$ cat src/fx2_bus_pkg.sv
/*
 * Bus-side definitions for the slave-FIFO master:
 * line width, master FSM states, endpoint addresses
 */
`default_nettype none

package fx2_bus_pkg;

   localparam int line_width = 16;  // One bus line

   // Burst state machine of the bus master
   typedef enum logic [3:0] {
      idle,
      think,           // Arbitration
      data_tx_sloe,    // sloe low one cycle ahead of slrd
      data_tx,         // EP2 read burst
      ctrl_tx_sloe,
      ctrl_tx,         // EP4 read burst
      data_rx_adr,     // fifoadr settles before the first write
      data_rx,         // EP6 write burst
      ctrl_rx_adr,
      ctrl_rx          // EP8 write burst
   } master_state_e;

   // Values driven on fifoadr
   typedef enum logic [1:0] {
      ep2 = 2'b00,  // Host data in
      ep4 = 2'b01,  // Host control in
      ep6 = 2'b10,  // Data back to host
      ep8 = 2'b11   // Responses back to host
   } ep_adr_e;

endpackage

`default_nettype wire

$ cat src/slave_fifo_master.sv
/*
 * Bus master for the chip's slave FIFOs: flag registers,
 * arbitration, burst FSM driving sloe, slrd, slwr, pktend, fifoadr
 */
`timescale 1ns/1ps
`default_nettype none

module slave_fifo_master
   import fx2_bus_pkg::*;
#(
   parameter int data_xfer_count = 256,  // Cap in lines, data bursts
   parameter int ctrl_xfer_count = 32    // Cap in lines, control bursts
) (
   input  wire                   gpif_clk,
   input  wire                   gpif_rst,
   input  wire [3:0]             gpif_ctl,          // Active-low chip flags
   input  wire [line_width-1:0]  gpif_d_in,
   output logic [line_width-1:0] gpif_d_out,
   output logic                  sloe,
   output logic                  slrd,
   output logic                  slwr,
   output logic                  pktend,
   output ep_adr_e               fifoadr,
   output logic [line_width-1:0] tx_line_data,      // Feeds both packers
   output logic                  tx_line_valid,
   output logic                  ctrl_line_valid,
   input  wire                   tx_burst_ready,
   input  wire                   ctrl_burst_ready,
   input  wire [line_width-1:0]  rx_line_data,
   input  wire                   rx_line_valid,
   output logic                  rx_line_enable,
   input  wire [line_width-1:0]  resp_line_data,
   input  wire                   resp_line_valid,
   input  wire                   resp_line_eof,
   output logic                  resp_line_enable
);

   localparam int max_xfer  = (data_xfer_count > ctrl_xfer_count) ?
                              data_xfer_count : ctrl_xfer_count;
   localparam int cnt_width = $clog2(max_xfer) + 1;

   //////////////////////////////////////////////////////////////////////
   // Chip flags, live and registered
   logic ep2_empty_now, ep4_empty_now, ep6_full_now, ep8_full_now;
   logic ep2_empty, ep4_empty, ep6_full, ep8_full;  // Used in think

   assign ep2_empty_now = ~gpif_ctl[0];
   assign ep4_empty_now = ~gpif_ctl[1];
   assign ep6_full_now  = ~gpif_ctl[2];
   assign ep8_full_now  = ~gpif_ctl[3];

   always_ff @(posedge gpif_clk) begin
      ep2_empty <= ep2_empty_now;
      ep4_empty <= ep4_empty_now;
      ep6_full  <= ep6_full_now;
      ep8_full  <= ep8_full_now;
   end

   master_state_e        state;
   logic [1:0]           idle_count;
   logic [cnt_width-1:0] xfer_count;   // Lines moved in this burst
   logic                 last_was_tx;  // Last data user, for alternation
   logic                 data_cap;
   logic                 ctrl_cap;
   logic                 rx_take;
   logic                 resp_take;

   assign data_cap = xfer_count == cnt_width'(data_xfer_count - 1);
   assign ctrl_cap = xfer_count == cnt_width'(ctrl_xfer_count - 1);

   // Unpackers advance while the endpoint has room
   assign rx_line_enable   = (state == data_rx) & ~ep6_full_now;
   assign resp_line_enable = (state == ctrl_rx) & ~ep8_full_now;
   assign rx_take   = rx_line_enable & rx_line_valid;
   assign resp_take = resp_line_enable & resp_line_valid;

   //////////////////////////////////////////////////////////////////////
   // Burst FSM
   always_ff @(posedge gpif_clk) begin
      if (gpif_rst) begin
         state           <= idle;
         sloe            <= 1'b1;
         slrd            <= 1'b1;
         slwr            <= 1'b1;
         pktend          <= 1'b1;
         fifoadr         <= ep2;
         tx_line_valid   <= 1'b0;
         ctrl_line_valid <= 1'b0;
         idle_count      <= '0;
         xfer_count      <= '0;
         last_was_tx     <= 1'b0;
      end else begin
         tx_line_valid   <= 1'b0;  // One-cycle pulses
         ctrl_line_valid <= 1'b0;
         case (state)
            idle: begin
               sloe       <= 1'b1;
               slrd       <= 1'b1;
               slwr       <= 1'b1;
               pktend     <= 1'b1;
               xfer_count <= '0;
               idle_count <= idle_count + 1'b1;
               if (idle_count == 2'd3) state <= think;  // Fourth idle cycle
            end
            think: begin
               idle_count <= '0;
               if (ctrl_burst_ready && !ep4_empty) begin  // Control first
                  state   <= ctrl_tx_sloe;
                  fifoadr <= ep4;
                  sloe    <= 1'b0;
               end else if (resp_line_valid && !ep8_full) begin
                  state   <= ctrl_rx_adr;
                  fifoadr <= ep8;
               end else if (tx_burst_ready && !ep2_empty && !last_was_tx) begin
                  state       <= data_tx_sloe;
                  fifoadr     <= ep2;
                  sloe        <= 1'b0;
                  last_was_tx <= 1'b1;
               end else if (rx_line_valid && !ep6_full && last_was_tx) begin
                  state       <= data_rx_adr;
                  fifoadr     <= ep6;
                  last_was_tx <= 1'b0;
               end else if (tx_burst_ready && !ep2_empty) begin  // Only one side wants the bus
                  state       <= data_tx_sloe;
                  fifoadr     <= ep2;
                  sloe        <= 1'b0;
                  last_was_tx <= 1'b1;
               end else if (rx_line_valid && !ep6_full) begin
                  state       <= data_rx_adr;
                  fifoadr     <= ep6;
                  last_was_tx <= 1'b0;
               end
            end
            data_tx_sloe: begin
               state <= data_tx;
               slrd  <= 1'b0;
            end
            ctrl_tx_sloe: begin
               state <= ctrl_tx;
               slrd  <= 1'b0;
            end
            data_tx: begin
               tx_line_valid <= ~ep2_empty_now;  // Line taken at this edge
               xfer_count    <= xfer_count + 1'b1;
               if (ep2_empty_now || data_cap) begin
                  state <= idle;
                  slrd  <= 1'b1;
               end
            end
            ctrl_tx: begin
               ctrl_line_valid <= ~ep4_empty_now;
               xfer_count      <= xfer_count + 1'b1;
               if (ep4_empty_now || ctrl_cap) begin
                  state <= idle;
                  slrd  <= 1'b1;
               end
            end
            data_rx_adr: state <= data_rx;  // fifoadr already set
            ctrl_rx_adr: state <= ctrl_rx;
            data_rx: begin
               slwr       <= ~rx_take;  // Low one cycle per line
               xfer_count <= xfer_count + 1'b1;
               if (ep6_full_now || !rx_line_valid || data_cap) state <= idle;
            end
            ctrl_rx: begin
               slwr       <= ~resp_take;
               pktend     <= ~(resp_take & resp_line_eof);  // Close packet on eof
               xfer_count <= xfer_count + 1'b1;
               if (ep8_full_now || !resp_line_valid || resp_line_eof || ctrl_cap)
                  state <= idle;
            end
            default: state <= idle;
         endcase
      end
   end

   //////////////////////////////////////////////////////////////////////
   // Line registers, no reset
   always_ff @(posedge gpif_clk) begin
      tx_line_data <= gpif_d_in;
      if (state == data_rx) gpif_d_out <= rx_line_data;
      else if (state == ctrl_rx) gpif_d_out <= resp_line_data;
   end

endmodule

`default_nettype wire

$ cat config.mk
export PLATFORM = sky130hd
export DESIGN_NAME = slave_fifo_master
export DESIGN_NICKNAME = d
export VERILOG_FILES = /design/src/fx2_bus_pkg.sv /design/src/slave_fifo_master.sv
export SDC_FILE = /design/constraint.sdc
export NUM_CORES = 1
export LEC_CHECK = 0
export ABC_AREA = 1
export BUFFER_PORTS_ARGS = -buffer_cell sky130_fd_sc_hd__buf_2
export CAP_MARGIN = 20
export CORE_MARGIN = 2
export CORE_UTILIZATION = 40
export DETAILED_ROUTE_END_ITERATION = 8
export GPL_ROUTABILITY_DRIVEN = 0
export PLACE_DENSITY = 0.7
export SLEW_MARGIN = 20
export SYNTH_ARGS = -nofsm -noshare
export SYNTH_HDL_FRONTEND = slang
export SYNTH_SLANG_ARGS = --single-unit
$ cat constraint.sdc
create_clock -name gpif_clk -period 2.5 [get_ports gpif_clk]
set_input_delay 0.5 -clock gpif_clk [delete_from_list [all_inputs] [get_ports gpif_clk]]
set_output_delay 0.5 -clock gpif_clk [all_outputs]
set_load 0.005 [all_outputs]
======== Word-level counts from Yosys, hierarchy flattened ========
Index checks and enable logic that the tools add are counted.
storage, ports and cells
  bits in registers ....................... 60
cells by class
  add/sub/neg operators ................... 2
  eq/ne operators ......................... 21
  multiplexer cells ....................... 37
  bitwise gates (word level) .............. 16
  reductions and logical operators ........ 38
operators by type and width
  cell                                            count
  2-to-1 mux 4 bit                                11
  one-hot mux 4 bit (10 select lines)             1
  2-to-1 mux 16 bit                               2
  one-hot mux 9 bit (2 select lines)              1
  == test 4 x 3 -> 1 bit (second input constant)  4
  2-to-1 mux 2 bit                                6
  2-to-1 mux 1 bit                                11
  inverter 1 bit                                  11
  != test 2 bit (second input constant)           5
  adder 9 x 1 -> 9 bit (second input constant)    1
  == test 9 x 5 -> 1 bit (second input constant)  1
  == test 9 x 8 -> 1 bit (second input constant)  1
  == test 4 x 2 -> 1 bit (second input constant)  2
  == test 4 bit (second input constant)           2
  != test 4 bit (second input constant)           2
  AND reduction 4 bit                             2
  nonzero test 2 bit                              4
  nonzero test 4 bit                              2
  logical NOT 1 bit                               7
  logical OR 1 bit                                7
  != test 7 bit (second input constant)           1
  logical AND 1 bit                               6
  AND reduction 6 bit                             1
  nonzero test 6 bit                              1
  15 further kinds                                22

======== Longest topological paths before layout ========
Gate-level depths: netlist of run 1.
  depth after elaboration ................. 9
  depth in mapped cells ................... 14

======== Worst setup path before layout of run 1 ========
No wires, ideal clock.
  path type ............................... reg-to-reg
  start ................................... reg xfer_count[0]
  end ..................................... reg state[0]
  setup time .............................. 0.109 ns
  arrival time ............................ 1.659 ns
  required time ........................... 2.391 ns
  slack ................................... 0.732 ns
  cell stages (with the launch flop) ...... 15
  period minus slack after synthesis ...... 1.768 ns
  path through ............................ dfxtp_1 -> ha_1 -> nand3_1 -> nor2_1 -> nand3_1 -> nor2_1 -> ha_1 -> inv_1 -> nand3_1 -> nor2_1 -> nand3b_1 -> nor2_1 -> nand2_1 -> nand2_1 -> inv_1
on the way
  word-level cells in the longest chain between the ends .. 4
  elaborated cells between the ends (all ways) .. 11
  those cells by class .................... eq/ne (6); reduce/logical (5)
RTL lines
  what                                                                     RTL line                                          text
  start: declaration                                                       slave_fifo_master.sv:61                           logic [cnt_width-1:0] xfer_count;
  start signal: assignment                                                 slave_fifo_master.sv:144                          xfer_count <= xfer_count + 1'b1;
  start signal: assignment                                                 slave_fifo_master.sv:152                          xfer_count <= xfer_count + 1'b1;
  start signal: assignment                                                 slave_fifo_master.sv:162                          xfer_count <= xfer_count + 1'b1;
  == test 9 x 5 -> 1 bit / == test 9 x 8 -> 1 bit (equally long branches)  slave_fifo_master.sv:69, slave_fifo_master.sv:68
  logical OR 1 bit (on tied branches)                                      -
  != test 2 bit (no source line)                                           -
  AND reduction 6 bit (no source line) *                                   -
  end signal: assignment                                                   slave_fifo_master.sv:81                           state <= idle;
  end signal: assignment                                                   slave_fifo_master.sv:170                          state <= idle;
  end signal: assignment                                                   slave_fifo_master.sv:172                          default: state <= idle;
  end: declaration                                                         slave_fifo_master.sv:59                           master_state_e state;
Mark *: on every way between the ends. The rest lies on a longest branch, timed or not.
A chain may end at the register's enable or synchronous reset.

======== Final worst setup path of run 1 ========
  start ................................... reg state[0]
  end ..................................... out rx_line_enable
on the way
  word-level cells in the longest chain between the ends .. 2
RTL lines
  what                      RTL line                  text
  start signal: assignment  slave_fifo_master.sv:81
  start signal: assignment  slave_fifo_master.sv:103  if (idle_count == 2'd3) state <= think;
  start signal: assignment  slave_fifo_master.sv:108  state <= ctrl_tx_sloe;
  == test 4 x 3 -> 1 bit    slave_fifo_master.sv:72   assign rx_line_enable = (state == data_rx) & ~ep6_full_now;
  bitwise AND 1 bit         slave_fifo_master.sv:72
  end: declaration          slave_fifo_master.sv:31   output logic rx_line_enable,
No other way between the ends.

==> results.toml, run 1 <==
[run_status]
status = "finished clean"

[synth]
async_reset_ff_share_pct = 0
syn-num-nets = 371
synth_edf_count = 16
syn-cell-area_um2 = 2500
yosysSeqAreaShare_pct = 54.5
synth_ff_type = "dfxtp_1"
synth_top_area_share_pct = 35.3
ys.warnings.count = 0
synth.distinct_cells = 26
syn_avg_cell_area_um2 = 8.09
synth_common_cells = "nand2_1, dfxtp_1, inv_1"
synthCells = 309
ys_ff_latch = 60
synth_top_area_cell = "dfxtp_1"
yosysMostFrequentCell = "nand2_1"
yosys-top-cells-area = "dfxtp_1, edfxtp_1, nand2_1, inv_1, nor2_1"

[drt]
drc = 0
drt_iter0_drc = 121
drt-pass1-iter-count = 4
drt_wl_total_mm = 5.89
avgViaCountPerCell = 4.69
antenna_left = 0
vias = 2323
avgRoutedWirePerCell_um = 11.9

[grt]
grt_pass1_wl_mm = 10.0
grt.total_usage_pct = 17.8
grt_remaining_overflow = 0
antenna_found_initial = 0
grt_max_degree = 20
grt_pass1_vias = 2262

[sta]
finClkSkew_ps = 5.62
setup_violations = 0
slew_violations = 0
min_period_over_period_pct = 87.3
fin_tns_setup_ps = 0
timing.hold.ws_ps = 270
hold_viol = 0
fmax_mhz = 458
timing.slew.headroom_pct = 60.5
tightestPinTransition_ps = 591
period_minus_slack_ps = 2180
rsz0062_at_grt = "no"

[pwr]
power_density_nw_per_um2 = 865
ir_drop_mv = 0.444
p_leak_uw = 0.00163

[clock_network]
cts-resized-gates = 0
postCtsSetupRepairBufs = 0
cts.sinks = 60
cts_buffers = 9
cts_tree = "yes"
cts_hold_buffers = 0
insertion_delay_ps = 330
cts_buffer_depth = 2
cts_htree_levels = 3
cts-root-buf = "clkbuf_8"
cts.reportedPaths.clkPinSlew_ps = 70

[floorplan]
coreArea_um2 = 5990
dieArea_um2 = 6890
top_level_ports = 101
die_h_um = 83.0
start_util_pct = 41.7
die_x_um = 83.0
fp-row-count = 28

[worst_setup_path]
worstRegToRegCells = 14
ff2ff_setup_slack_ps = 520
path_max_fanout = 19
crit_path_end_kind = "output port"
cp_slowest_stage_delay_ps = 450
r2r_start = "xfer_count[0]$_SDFFE_PP0P_"
rr_endpoint = "state[0]$_SDFFE_PP0P_"
path_cells = "nand2_2 > nor2_8 > inv_6 > nor2_1 > buf_2"
worstSetupStartpointType = "flop"
criticalPathCategory = "reg2out"
cp_data_arrival_time_ps = 1680
critPathRequiredTime_ps = 2000
cp_slowest_cell = "dfxtp_1"

[hold_path]
min_from = "gpif_d_in[15]"
hold-path-endpoint = "tx_line_data[15]$_DFF_P_"
min_path_type = "in2reg"
hold_path_depth = 1

[layout]
antennaDiodeCount = 0
drive_gt1_share_pct = 30.2
nFillCells = 601
fin_cells = 495
layout.nets = 477
syn2layout_area_growth_pct = 29.6

[placement]
hpwl_mm = 4.58
dp.cells = 479
portBuffers = 100

[flow_run]
max-cap-violations = 0
## state kept, by name, summed over array words and instances (netlist names)
name / count
idle_count: 2
xfer_count: 9
sloe: 1
slwr: 1
pktend: 1
ep6_full: 1
fifoadr: 2
gpif_d_out: 16
state: 4
ep8_full: 1
ctrl_line_valid: 1
last_was_tx: 1
ep2_empty: 1
ep4_empty: 1
slrd: 1
tx_line_valid: 1
tx_line_data: 16
## logic make-up after synthesis
group           synth area share [%]
simple gates                    30.7
flops                           54.5
buf+inv                         7.26
compound gates                  5.71
fa+ha+maj                       1.50
xor+xnor                       0.351
## metrics by stage
stage | utilization [%] | setup slack (ps) | total power (µW) | cell area (µm²)
global route | 54.1 | 195 | 3010 | 3240
floorplan | - | 732 | 1820 | 2500
global placement | 51.1 | 613 | 2040 | 3060
detailed placement | 51.1 | 537 | 2060 | 3060
finish | 54.1 | 317 | 2800 | 3240
CTS | 54.1 | 298 | 2840 | 3240
## routing by layer
| layer | GRT usage [%] | up-vias | wire [µm] |
|---|---|---|---|
| li1 | - | 1194 | - |
| met1 | 21.8 | 1051 | 2600 |
| met4 | 5.96 | 0 | 26 |
| met2 | 30.2 | 76 | 2920 |
| met3 | 4.77 | 2 | 341 |
| met5 | 0 | - | 0 |
## how the worst max path moves through the flow
stage / startpoint / to / slack (ps) / cells after the start
6_report: state[0]$_SDFFE_PP0P_ / rx_line_enable / 320 / 5
5_1_grt: state[0]$_SDFFE_PP0P_ / rx_line_enable / 190 / 5
4_1_cts: state[0]$_SDFFE_PP0P_ / rx_line_enable / 300 / 5
3_5_place_dp: xfer_count[0]$_SDFFE_PP0P_ / state[0]$_SDFFE_PP0P_ / 540 / 14
3_3_place_gp: xfer_count[0]$_SDFFE_PP0P_ / state[0]$_SDFFE_PP0P_ / 610 / 14
2_1_floorplan: xfer_count[0]$_SDFFE_PP0P_ / state[0]$_SDFFE_PP0P_ / 730 / 14
## layout by cell type, fill, tap and decap left out
cell | Yosys | routed
inv_4 | 0 | 1
nor4_1 | 1 | 1
nor2_4 | 4 | 4
nand3b_1 | 3 | 3
inv_1 | 37 | 37
ha_1 | 3 | 3
nand2_2 | 2 | 2
nand3_1 | 19 | 19
a31oi_1 | 1 | 1
o22ai_1 | 1 | 1
edfxtp_1 | 16 | 16
nor2_2 | 1 | 1
nor2_1 | 31 | 31
nor3_1 | 4 | 4
dfxtp_1 | 44 | 44
xor2_1 | 1 | 1
clkinv_2 | 0 | 3
inv_2 | 1 | 1
inv_6 | 1 | 2
a21oi_1 | 18 | 18
nor2_8 | 1 | 1
o21ai_0 | 8 | 8
nand3_4 | 1 | 1
clkbuf_8 | 0 | 10
nand4_1 | 3 | 3
buf_2 | 0 | 100
clkinvlp_4 | 0 | 1
nand2_1 | 103 | 103
## critical path, delay by kind of cell (launching register included)
| family | cells | cell delay (ps) |
|---|---|---|
| buffers and inverters | 2 | 270 |
| DFF | 1 | 450 |
| and+or+nand+nor | 3 | 630 |
## report_power, final
part	switching, µW	leakage [µW]	total, µW	internal [µW]
sequential	74.5	0.000508	1180	1100
combinational	556	0.00103	866	310
clock	373	0.0000928	757	384
## cell type report
class	count	area [µm²]	share of cell area (%)
flip-flops and latches	60	1360	42.0
clock buffers	10	138	4.25
repair buffers	100	500	15.5
well taps	75	93.8	2.90
inverters	39	151	4.68
clock inverters	6	37.5	1.16
multi-input cells	205	956	29.5
(Power assumes the default switching activity.)
==> run 2, diff against run 1 <==
--- a/config.mk
+++ b/config.mk
@@ -9,10 +9,11 @@
 export BUFFER_PORTS_ARGS = -buffer_cell sky130_fd_sc_hd__buf_2
 export CAP_MARGIN = 20
 export CORE_MARGIN = 2
-export CORE_UTILIZATION = 40
+export CORE_UTILIZATION = 48
 export DETAILED_ROUTE_END_ITERATION = 8
 export GPL_ROUTABILITY_DRIVEN = 0
-export PLACE_DENSITY = 0.7
+export MAX_ROUTING_LAYER = met4
+export PLACE_DENSITY = 0.81
 export SLEW_MARGIN = 20
 export SYNTH_ARGS = -nofsm -noshare
 export SYNTH_HDL_FRONTEND = slang
==> run 2 against run 1 <==
Against the previous run: register-to-register slack got worse by 110 ps; via count rose by 0.52%; first-iteration DRC count fell by 2.5%; highest routed layer unchanged; critical path depth did not move.
==> results.toml, run 2 (synthesis results as in run 1) <==
[worst_setup_path]
rr_endpoint = "state[0]$_SDFFE_PP0P_"
criticalPathCategory = "reg2out"
worstSetupStartpointType = "flop"
crit_path_end_kind = "output port"
ff2ff_setup_slack_ps = 410
critPathRequiredTime_ps = 2000
cp_data_arrival_time_ps = 1670
worstRegToRegCells = 14
r2r_start = "xfer_count[0]$_SDFFE_PP0P_"
path_max_fanout = 19

[sta]
tightestPinTransition_ps = 564
timing.hold.ws_ps = 259
min_period_over_period_pct = 86.6
fin_tns_setup_ps = 0
hold_viol = 0
timing.slew.headroom_pct = 62.3
period_minus_slack_ps = 2170
setup_violations = 0
slew_violations = 0
finClkSkew_ps = 5.63
rsz0062_at_grt = "no"
fmax_mhz = 462

[layout]
finalInstanceArea_um2 = 3290
mostFrequentLayoutCells = "nand2_1, buf_2, dfxtp_1, inv_1, nor2_1"
drive_gt1_share_pct = 30.0
syn2layout_area_growth_pct = 31.5
layout.nets = 477
multiInputGateArea_um2 = 956
register_area_um2 = 1360
final_common_cell = "nand2_1"
antennaDiodeCount = 0
biggestRegsByFlops = "gpif_d_out: 16 flops, tx_line_data: 16 flops, xfer_count: 9 flops"
nFillCells = 443

[run_status]
status = "finished clean"

[pwr]
power_density_nw_per_um2 = 915
clockPowerShare_pct = 32.0
pwr-share-seq_pct = 39.1
combPwrFrac_pct = 28.9
netSwitchingFraction_pct = 33.7
p_int_uw = 2000
p_leak_uw = 0.00165
switchingPower_uw = 1010
ir_drop_mv = 0.528

[drt]
drt-pass1-iter-count = 5
vias = 2335
drc = 0
avgViaCountPerCell = 4.77
avgRoutedWirePerCell_um = 11.8
antenna_left = 0
drt_iter0_drc = 118
drt_wl_total_mm = 5.79

[floorplan]
fp-row-count = 26
die_h_um = 76.2
top_level_ports = 101
dieArea_um2 = 5800
start_util_pct = 49.2
coreArea_um2 = 5070
die_x_um = 76.2

[placement]
portBuffers = 100
dpl_cell_area_um2 = 3060
hpwl_mm = 4.34

[hold_path]
hold-path-endpoint = "tx_line_data[7]$_DFF_P_"
min_path_type = "in2reg"
min_from = "gpif_d_in[7]"
hold_path_depth = 1

[clock_network]
cts-root-buf = "clkbuf_8"
cts.reportedPaths.clkPinSlew_ps = 70
cts-resized-gates = 0
cts_tree = "yes"
cts_buffer_depth = 2
postCtsSetupRepairBufs = 0
insertion_delay_ps = 340
cts_buffers = 9
cts_htree_levels = 3
cts_hold_buffers = 0
cts.sinks = 60

[grt]
grt_pass1_wl_mm = 9.47
antenna_found_initial = 0
grt_remaining_overflow = 0
grt_max_degree = 20
grt.total_usage_pct = 21.1
grt_pass1_vias = 2142

[flow_run]
max-cap-violations = 0
==> run 2: cell types whose count changed in the layout (fill, tap and decap cells not counted), sizes merged <==
cell	change
clkinvlp	-1
clkbuf	+2
bufinv	+1
inv	-2
==> run 2: metal layers <==
layer | part of all wire [%] | GRT usage (%) | vias up | routed length [µm]
met5 | 0 | - | - | 0
met2 | 46 | 34.5 | 114 | 2640
met4 | 2.1 | 9.09 | 0 | 122
met1 | 43 | 24.5 | 1021 | 2500
met3 | 9.2 | 6.16 | 12 | 531
li1 | - | - | 1188 | -
==> run 2: how the worst max path moves through the flow <==
stage	start	end	slack [ps]	cells after the start
after floorplan	xfer_count[0]$_SDFFE_PP0P_	state[0]$_SDFFE_PP0P_	730	14
after global placement	xfer_count[0]$_SDFFE_PP0P_	state[0]$_SDFFE_PP0P_	620	14
after detailed placement	xfer_count[0]$_SDFFE_PP0P_	state[0]$_SDFFE_PP0P_	480	14
after CTS	state[1]$_SDFFE_PP0P_	rx_line_enable	330	5
after global routing	xfer_count[0]$_SDFFE_PP0P_	state[0]$_SDFFE_PP0P_	190	14
final	state[1]$_SDFFE_PP0P_	rx_line_enable	330	5
==> run 2: power groups by stage <==
stage	Combinational [µW]	Sequential, µW	Clock, µW
final	869	1180	964
after global routing	985	1190	1030
after CTS	871	1170	983
after detailed placement	866	1190	0
after global placement	842	1190	0
after floorplan	632	1190	0
==> run 2: metrics by stage <==
stage / setup WS [ps] / util (%) / power (µW) / cells
6_report: 334 / 64.8 / 3010 / 490
5_1_grt: 188 / 64.8 / 3200 / 490
4_1_cts: 332 / 64.8 / 3030 / 490
3_5_place_dp: 483 / 60.2 / 2060 / 474
3_3_place_gp: 616 / 60.2 / 2030 / 474
2_1_floorplan: 732 / - / 1820 / 309
==> run 2: area by class of cell <==
cell class / count / area share [%]
clock buffer: 12 / 5.41
timing repair buffer: 100 / 15.2
clock inverter: 4 / 1.60
multi-input combinational: 205 / 29.1
sequential: 60 / 41.4
inverter: 39 / 4.61
tap: 70 / 2.66
==> run 2: worst max-delay path, cell delays in order, from the launching register on <==
cell and delay, ps:
dfxtp_1 450, nand2_2 150, nor2_8 310, inv_6 130
nor2_1 150, buf_2 140
